### src/hdl/img_pkg.sv
package img_pkg;

  // Frame geometry.
  localparam int COLS = 8;
  localparam int ROWS = 8;

  // Ring of neighbours around a 3x3 centre.
  localparam int NEIGHBOURS = 8;

  // Interior windows per frame.
  localparam int WINDOWS = (COLS - 2) * (ROWS - 2);

  // Grayscale intensity.
  typedef logic [7:0] pixel_t;

  // Position in the frame.
  typedef logic [2:0] col_t;
  typedef logic [2:0] row_t;

endpackage

### src/hdl/hist_pkg.sv
package hist_pkg;

  // NI and RD both run 0..8.
  typedef logic [3:0] code_t;

  localparam int CODE_LEVELS = 9;
  localparam int NUM_BINS    = CODE_LEVELS * CODE_LEVELS;

  // Bin number is NI * 9 + RD.
  typedef logic [6:0] bin_idx_t;

  // Per-bin window count.
  typedef logic [7:0] count_t;

  // Absolute difference above this counts toward RD.
  localparam int RD_THRESH = 16;

  typedef enum logic [1:0] {
    RD_IDLE,
    RD_DUMP,
    RD_DONE
  } read_state_t;

endpackage

### src/hdl/window_if.sv
`timescale 1ns/1ps

interface window_if;

  img_pkg::pixel_t centre;
  // Index 0 is top-left, then clockwise.
  img_pkg::pixel_t [img_pkg::NEIGHBOURS-1:0] nb;
  logic win_valid;
  logic win_last; // Last interior window of the frame.

  modport src (
    output centre,
    output nb,
    output win_valid,
    output win_last
  );

  modport dst (
    input centre,
    input nb,
    input win_valid,
    input win_last
  );

endinterface

### src/hdl/window_gen.sv
`timescale 1ns/1ps

module window_gen (
  input  logic            clk,
  input  logic            rst_n,
  input  logic            start_i,
  input  img_pkg::pixel_t pixel_i,
  input  logic            pixel_valid_i,
  window_if.src           win
);

  img_pkg::pixel_t line1_q [img_pkg::COLS]; // Previous row.
  img_pkg::pixel_t line2_q [img_pkg::COLS]; // Two rows back.
  img_pkg::pixel_t win_q [3][3]; // [row][col], col 2 is newest.
  img_pkg::col_t   col_q;
  img_pkg::row_t   row_q;
  logic            valid_q;
  logic            last_q;
  logic            interior;
  logic            last_px;

  assign interior = (row_q >= img_pkg::row_t'(2)) && (col_q >= img_pkg::col_t'(2));
  assign last_px  = (row_q == img_pkg::row_t'(img_pkg::ROWS - 1)) &&
                    (col_q == img_pkg::col_t'(img_pkg::COLS - 1));

  // Line buffers and window shift.
  always_ff @(posedge clk) begin
    if (pixel_valid_i) begin
      line2_q[col_q] <= line1_q[col_q];
      line1_q[col_q] <= pixel_i;
      for (int r = 0; r < 3; r++) begin
        win_q[r][0] <= win_q[r][1];
        win_q[r][1] <= win_q[r][2];
      end
      win_q[0][2] <= line2_q[col_q];
      win_q[1][2] <= line1_q[col_q];
      win_q[2][2] <= pixel_i;
    end
  end

  // Position tracking and window strobes.
  always_ff @(posedge clk) begin
    if (!rst_n || start_i) begin
      col_q   <= '0;
      row_q   <= '0;
      valid_q <= 1'b0;
      last_q  <= 1'b0;
    end else begin
      valid_q <= pixel_valid_i && interior;
      last_q  <= pixel_valid_i && last_px;
      if (pixel_valid_i) begin
        if (col_q == img_pkg::col_t'(img_pkg::COLS - 1)) begin
          col_q <= '0;
          if (row_q == img_pkg::row_t'(img_pkg::ROWS - 1)) begin
            row_q <= '0;
          end else begin
            row_q <= row_q + img_pkg::row_t'(1);
          end
        end else begin
          col_q <= col_q + img_pkg::col_t'(1);
        end
      end
    end
  end

  assign win.centre    = win_q[1][1];
  assign win.nb[0]     = win_q[0][0];
  assign win.nb[1]     = win_q[0][1];
  assign win.nb[2]     = win_q[0][2];
  assign win.nb[3]     = win_q[1][2];
  assign win.nb[4]     = win_q[2][2];
  assign win.nb[5]     = win_q[2][1];
  assign win.nb[6]     = win_q[2][0];
  assign win.nb[7]     = win_q[1][0];
  assign win.win_valid = valid_q;
  assign win.win_last  = last_q;

  // A window is only ever completed by a pixel in row 2 or below.
  a_win_row: assert property (@(posedge clk) disable iff (!rst_n)
    win.win_valid |-> $past(row_q) >= img_pkg::row_t'(2));

endmodule

### src/hdl/ni_encoder.sv
`timescale 1ns/1ps

module ni_encoder (
  input  logic            clk,
  input  logic            rst_n,
  window_if.dst           win,
  output hist_pkg::code_t ni_o,
  output logic            ni_valid_o,
  output logic            last_o
);

  hist_pkg::code_t ni_next;

  // Neighbours at least as bright as the centre.
  always_comb begin
    ni_next = '0;
    for (int i = 0; i < img_pkg::NEIGHBOURS; i++) begin
      if (win.nb[i] >= win.centre) begin
        ni_next = ni_next + hist_pkg::code_t'(1);
      end
    end
  end

  always_ff @(posedge clk) begin
    ni_o <= ni_next; // Payload, qualified by ni_valid_o.
  end

  always_ff @(posedge clk) begin
    if (!rst_n) begin
      ni_valid_o <= 1'b0;
      last_o     <= 1'b0;
    end else begin
      ni_valid_o <= win.win_valid;
      last_o     <= win.win_valid && win.win_last;
    end
  end

  a_ni_range: assert property (@(posedge clk) disable iff (!rst_n)
    ni_valid_o |-> ni_o <= hist_pkg::code_t'(img_pkg::NEIGHBOURS));

endmodule

### src/hdl/rd_encoder.sv
`timescale 1ns/1ps

module rd_encoder (
  input  logic            clk,
  input  logic            rst_n,
  window_if.dst           win,
  output hist_pkg::code_t rd_o,
  output logic            rd_valid_o
);

  img_pkg::pixel_t diff [img_pkg::NEIGHBOURS];
  hist_pkg::code_t rd_next;

  // Absolute difference per neighbour.
  always_comb begin
    for (int i = 0; i < img_pkg::NEIGHBOURS; i++) begin
      if (win.nb[i] > win.centre) begin
        diff[i] = win.nb[i] - win.centre;
      end else begin
        diff[i] = win.centre - win.nb[i];
      end
    end
  end

  always_comb begin
    rd_next = '0;
    for (int i = 0; i < img_pkg::NEIGHBOURS; i++) begin
      if (diff[i] > img_pkg::pixel_t'(hist_pkg::RD_THRESH)) begin
        rd_next = rd_next + hist_pkg::code_t'(1);
      end
    end
  end

  always_ff @(posedge clk) begin
    rd_o <= rd_next;
  end

  // Same latency as the NI path.
  always_ff @(posedge clk) begin
    if (!rst_n) begin
      rd_valid_o <= 1'b0;
    end else begin
      rd_valid_o <= win.win_valid;
    end
  end

endmodule

### src/hdl/joint_histogram.sv
`timescale 1ns/1ps

module joint_histogram (
  input  logic             clk,
  input  logic             rst_n,
  input  logic             start_i,
  input  hist_pkg::code_t  ni_i,
  input  hist_pkg::code_t  rd_i,
  input  logic             code_valid_i,
  input  logic             rd_valid_i,
  input  logic             last_i,
  input  logic             read_en_i,
  output hist_pkg::count_t bin_o,
  output logic             bin_valid_o,
  output logic             read_done_o,
  output logic             frame_done_o
);

  hist_pkg::count_t      cnt_q [hist_pkg::NUM_BINS];
  hist_pkg::bin_idx_t    wr_idx;
  hist_pkg::bin_idx_t    rd_idx_q;
  hist_pkg::bin_idx_t    sel_idx;
  hist_pkg::read_state_t state_q;
  logic                  last_q;
  logic                  load_bin;

  // NI is the major index.
  assign wr_idx = hist_pkg::bin_idx_t'(ni_i) * hist_pkg::bin_idx_t'(hist_pkg::CODE_LEVELS)
                + hist_pkg::bin_idx_t'(rd_i);

  always_ff @(posedge clk) begin
    if (!rst_n || start_i) begin
      for (int i = 0; i < hist_pkg::NUM_BINS; i++) begin
        cnt_q[i] <= '0;
      end
    end else if (code_valid_i) begin
      cnt_q[wr_idx] <= cnt_q[wr_idx] + hist_pkg::count_t'(1);
    end
  end

  // Done one cycle after the last increment.
  always_ff @(posedge clk) begin
    if (!rst_n || start_i) begin
      last_q       <= 1'b0;
      frame_done_o <= 1'b0;
    end else begin
      last_q       <= code_valid_i && last_i;
      frame_done_o <= last_q;
    end
  end

  // Bin 0 is loaded on the accepting edge.
  assign sel_idx  = (state_q == hist_pkg::RD_IDLE) ? '0 : rd_idx_q;
  assign load_bin = ((state_q == hist_pkg::RD_IDLE) && read_en_i) ||
                    (state_q == hist_pkg::RD_DUMP);

  always_ff @(posedge clk) begin
    if (load_bin) begin
      bin_o <= cnt_q[sel_idx];
    end
  end

  always_ff @(posedge clk) begin
    if (!rst_n || start_i) begin
      state_q     <= hist_pkg::RD_IDLE;
      rd_idx_q    <= '0;
      bin_valid_o <= 1'b0;
      read_done_o <= 1'b0;
    end else begin
      read_done_o <= 1'b0;
      case (state_q)
        hist_pkg::RD_IDLE: begin
          if (read_en_i) begin
            state_q     <= hist_pkg::RD_DUMP;
            rd_idx_q    <= hist_pkg::bin_idx_t'(1);
            bin_valid_o <= 1'b1;
          end
        end
        hist_pkg::RD_DUMP: begin
          if (rd_idx_q == hist_pkg::bin_idx_t'(hist_pkg::NUM_BINS - 1)) begin
            state_q <= hist_pkg::RD_DONE; // Last bin is being loaded.
          end else begin
            rd_idx_q <= rd_idx_q + hist_pkg::bin_idx_t'(1);
          end
        end
        hist_pkg::RD_DONE: begin
          bin_valid_o <= 1'b0;
          read_done_o <= 1'b1;
          state_q     <= hist_pkg::RD_IDLE;
        end
        default: state_q <= hist_pkg::RD_IDLE;
      endcase
    end
  end

  // Both encoders see the same windows.
  a_valids_match: assert property (@(posedge clk) disable iff (!rst_n)
    code_valid_i == rd_valid_i);

  // A frame cannot fill a bin past its window count.
  a_no_overflow: assert property (@(posedge clk) disable iff (!rst_n || start_i)
    code_valid_i |-> cnt_q[wr_idx] < hist_pkg::count_t'(img_pkg::WINDOWS));

endmodule

### src/hdl/texture_hist_top.sv
`timescale 1ns/1ps

module texture_hist_top (
  input  logic             clk,
  input  logic             rst_n,
  input  img_pkg::pixel_t  pixel_i,
  input  logic             pixel_valid_i,
  input  logic             start_i,
  input  logic             read_en_i,
  output hist_pkg::count_t bin_o,
  output logic             bin_valid_o,
  output logic             read_done_o,
  output logic             frame_done_o
);

  hist_pkg::code_t ni;
  hist_pkg::code_t rd;
  logic            ni_valid;
  logic            rd_valid;
  logic            win_last;

  window_if win_bus ();

  window_gen u_window_gen (
    .clk           (clk),
    .rst_n         (rst_n),
    .start_i       (start_i),
    .pixel_i       (pixel_i),
    .pixel_valid_i (pixel_valid_i),
    .win           (win_bus.src)
  );

  ni_encoder u_ni_encoder (
    .clk        (clk),
    .rst_n      (rst_n),
    .win        (win_bus.dst),
    .ni_o       (ni),
    .ni_valid_o (ni_valid),
    .last_o     (win_last)
  );

  rd_encoder u_rd_encoder (
    .clk        (clk),
    .rst_n      (rst_n),
    .win        (win_bus.dst),
    .rd_o       (rd),
    .rd_valid_o (rd_valid)
  );

  joint_histogram u_joint_histogram (
    .clk          (clk),
    .rst_n        (rst_n),
    .start_i      (start_i),
    .ni_i         (ni),
    .rd_i         (rd),
    .code_valid_i (ni_valid), // NI strobe drives the increment.
    .rd_valid_i   (rd_valid),
    .last_i       (win_last),
    .read_en_i    (read_en_i),
    .bin_o        (bin_o),
    .bin_valid_o  (bin_valid_o),
    .read_done_o  (read_done_o),
    .frame_done_o (frame_done_o)
  );

endmodule

### config.mk
export PLATFORM = sky130hd
export DESIGN_NAME = texture_hist_top
export DESIGN_NICKNAME = d
export VERILOG_FILES = /design/src/hdl/img_pkg.sv /design/src/hdl/hist_pkg.sv /design/src/hdl/window_if.sv /design/src/hdl/window_gen.sv /design/src/hdl/ni_encoder.sv /design/src/hdl/rd_encoder.sv /design/src/hdl/joint_histogram.sv /design/src/hdl/texture_hist_top.sv
export SDC_FILE = /design/constraint.sdc
export NUM_CORES = 2
export LEC_CHECK = 0
export ABC_AREA = 0
export BUFFER_PORTS_ARGS = -buffer_cell sky130_fd_sc_hd__buf_2
export CORE_UTILIZATION = 30
export DETAILED_ROUTE_END_ITERATION = 8
export PLACE_DENSITY = 0.53
export RECOVER_POWER = 25
export SLEW_MARGIN = 20
export SYNTH_ARGS = -nofsm -noshare
export SYNTH_HDL_FRONTEND = slang
export SYNTH_SLANG_ARGS = --single-unit
### constraint.sdc
create_clock -name clk -period 8.8 [get_ports clk]
set_input_delay 0.88 -clock clk [delete_from_list [all_inputs] [get_ports clk]]
set_output_delay 0.88 -clock clk [all_outputs]
set_load 0.01 [all_outputs]
==> run metrics <==
critical path, cell by cell=nand2_4 -> clkbuf_4 -> a211oi_1 -> a31oi_1 -> a211oi_1 -> a211oi_1 -> a21oi_1 -> a221o_1 -> o31ai_1; met3 Track Usage GR=5.10%; Worst R2R Path Depth=9; HP Class=primary input to flop; WL/cell=between 20 and 30 um; # resized after CTS=0; gpl congestion=0.922; Post-synth EDFFs=1232; hold-fix buffers at CTS=0; All-Layer GR Usage=21.5%; Worst Path Required=between 9000 and 10000 ps; initial antenna violation count=6; RR Endpoint=u_joint_histogram.bin_o[4]; Final Hold Viols=0; status=complete, but fails checks; GR Layer Usage met1=28.3%; starting DRC count in detailed routing=around 7600; grt ovf=0; Slowest-stage cell, CP=dfxtp_1; number of max-cap violations=7; CTS root buf=clkbuf_16; failing checks=capacitance limit, slew limit; crit path to=u_joint_histogram.bin_o[4]; crit path capture type=flop; htree depth=4; Synth Register Bits=around 1300; DRC Markers=0; First-pass DRT Iterations=9; # clock sinks=~1300; pin count of the biggest net entering global routing=137; WL final=approximately 250000 um; Die Span Y=approximately 470 um; share of layout cells above drive strength 1=between 8 and 9%; Setup TNS=0 ps; first-pass GRT wire length=356000 um; die area=223000 um2; NumNets Final=between 5000 and 6000; Initial Utilization=a little under a third; CP startpoint=u_joint_histogram.rd_idx_q[0]; io pins=24; Mean Syn Cell Area=11.3 um2; most used cell, CP=a211oi_1; worst path arrival time=8250 ps; normalized max-slew margin=-126%; synth unique cells=between 90 and 100; sequential fraction of the synthesis area=56.8%; port bufs=23; Finish-stage setup viols=0; latest clock arrival within the worst-skew pair=830 ps; fillers=21700; via count=52500; period utilization=87.8%; R2R Setup Slk=1070 ps; critical-path maximum fanout=~140; Post-synth ARST share=0%; CTS tree=built; Die Span X=472 um; yosys warns=0; post-DP HPWL=151000 um; worst clock skew=46.9 ps; CTS Buf Count=136; Max clock buf depth=3; Worst Max-Slew Pin Slew=3390 ps; Antenna Nets Post-Route=0; area grow syn2layout=11.6%; busiest grt layer=met2; CTS clk-pin slew, worst paths=60 ps; slowest stage delay, CP=2430 ps; Final Max Tran Viols=413; Final Critical Period=7730 ps; Reg-to-Reg Start=u_joint_histogram.rd_idx_q[0]; fmax=around 130 MHz; Row Count=172; RSZ-0062 raised after global routing=false; Syn Std Cell Area=66300 um2; vias in the first global route=50700; Synth Instances=5854; met2 usage=33.2%; Crit Path Category=flop to flop; Min-Delay Path Depth=3; Via density=6.01; Core Area=about 220000 um2; Post-CTS Setup Bufs=0; startpoint class of the critical path=flop; Primary FF master, synth=edfxtp_1; Mapped Nets=6037
[state kept, by name, summed over array words and instances, names as in the netlist, 4 cells and up, named ones only]
| signal | flops |
|---|---|
| u_joint_histogram.cnt_q | 1024 |
| u_window_gen.win_q | 72 |
| u_window_gen.line1_q | 64 |
| u_window_gen.line2_q | 64 |
| u_joint_histogram.bin_o | 8 |
| u_joint_histogram.rd_idx_q | 7 |
| u_ni_encoder.ni_o | 4 |
| u_rd_encoder.rd_o | 4 |
[cells in the mapped netlist (14+ instances only)]
cell type  count  share of area (%)
nand3_1       66               0.50
a222oi_1      18               0.27
mux4_2        51                1.7
nand2b_1      25               0.24
and2_1       145                1.4
clkbuf_1     279                1.6
buf_4         37               0.42
nand2_1      536                3.0
nor3_1        45               0.34
a22oi_1      199                2.3
nor2_1       831                4.7
a31oi_1      156                1.5
o211ai_1      23               0.26
a21o_1        17               0.19
mux2_2        71                1.2
a21oi_1      338                2.6
inv_1        112               0.63
fa_1          17               0.51
and3_1        17               0.16
a311oi_1      16               0.21
ha_1         153                2.9
nand4_1       89               0.84
buf_2        104               0.78
dfxtp_1       34                1.0
o221ai_1     264                3.5
xnor2_1       44               0.58
buf_1         61               0.35
a211oi_1     267                3.0
nor2_2        14               0.13
xor2_1        30               0.40
o21ai_0       76               0.57
a22o_1        70               0.92
edfxtp_1    1232                 56
mux2i_1       69                1.0
a221o_1       19               0.29
a221oi_1     114                1.5
[how the worst min path moves through the flow]
stage / startpoint / endpoint / slack [ps]
global placement: u_window_gen.win_q[0][39] / u_window_gen.win_q[0][47] / 440
CTS: pixel_i[4] / u_window_gen.win_q[0][52] / 310
finish: read_en_i / u_joint_histogram.bin_valid_o / 420
floorplan: u_joint_histogram.last_q / u_joint_histogram.frame_done_o / 410
global route: read_en_i / u_joint_histogram.bin_valid_o / 430
detailed placement: u_window_gen.win_q[0][39] / u_window_gen.win_q[0][47] / 440
[per-layer routing]
layer / vias up / part of all wire [%]
met3: 613 / 11
li1: 22300 / -
met1: 26300 / 40
met2: 3323 / 45
met5: - / 0.0089
met4: 4 / 4.5
[worst max-delay path: cells and delay by family, from the launching register on]
kind / cells / cell delay [ps]
DFF: 1 / 2430
buffers and inverters: 1 / 1130
and+or+nand+nor: 1 / 1160
AOI/OAI and AO/OA: 7 / 2510
[kinds of logic (layout without fill, tap and decap cells)]
| logic type | after synthesis | after routing | synth area share, % |
|---|---|---|---|
| xor gates and xnor gates | 80 | 80 | 1.18 |
| AOI/OAI and AO/OA | 1694 | 1694 | 18.5 |
| muxes | 193 | 193 | 4.01 |
| and+or+nand+nor | 1840 | 1840 | 12.1 |
| buffers and inverters | 611 | 536 | 4.00 |
| adders and majority gates | 170 | 170 | 3.40 |
| DFF | 1266 | 1266 | 56.8 |
| other | 0 | 5 | 0 |
[area by class of cell]
type	count	area, um2	share of cell area, %
clock buffers	166	3580	4.84
repair buffers	169	1440	1.94
multi-input cells	3977	26300	35.5
inverters	117	440	0.595
diodes	5	12.5	0.0169
well taps	2958	3700	5.00
clock inverters	84	872	1.18
flip-flops and latches	1266	37700	50.9
[layout by cell type, fill, tap and decap left out, types with 17 or more instances in the layout]
master,Yosys,final
nand2b_1,25,25
mux4_2,51,51
o21ai_0,76,77
xnor2_1,44,37
a221oi_1,114,114
edfxtp_1,1232,1232
inv_1,112,112
a221o_1,19,19
buf_12,0,27
o221ai_1,264,264
clkinv_2,0,23
clkbuf_1,279,72
o211ai_1,23,23
clkinv_1,0,25
a22o_1,70,70
dfxtp_1,34,33
a211oi_1,267,267
nand3_1,66,66
a222oi_1,18,18
ha_1,153,151
xor2_1,30,25
mux2i_1,69,69
nand2_1,536,532
mux2_2,71,62
nor3_1,45,42
clkbuf_16,0,139
nand4_1,89,89
and2_1,145,142
and3_1,17,17
a22oi_1,199,199
nor2_1,831,825
buf_4,37,95
nor2_2,14,18
a21oi_1,338,338
a21o_1,17,17
a31oi_1,156,156
[through the flow]
stage / worst slack, ps / instances / hold WS (ps) / area [um2] / utilization [%]
6_report: 1070 / 8742 / 419 / 74000 / 33.7
2_1_floorplan: 2530 / 5854 / 406 / 66300 / -
3_3_place_gp: 1840 / 8487 / 435 / 69700 / 31.7
5_1_grt: 803 / 8738 / 433 / 74000 / 33.7
4_1_cts: 1810 / 8737 / 309 / 74200 / 33.7
3_5_place_dp: 1840 / 8487 / 437 / 69700 / 31.7
Power is left out: the tool's default activity adds up to more than one toggle a clock period on the data nets, which glitch-free logic cannot reach.
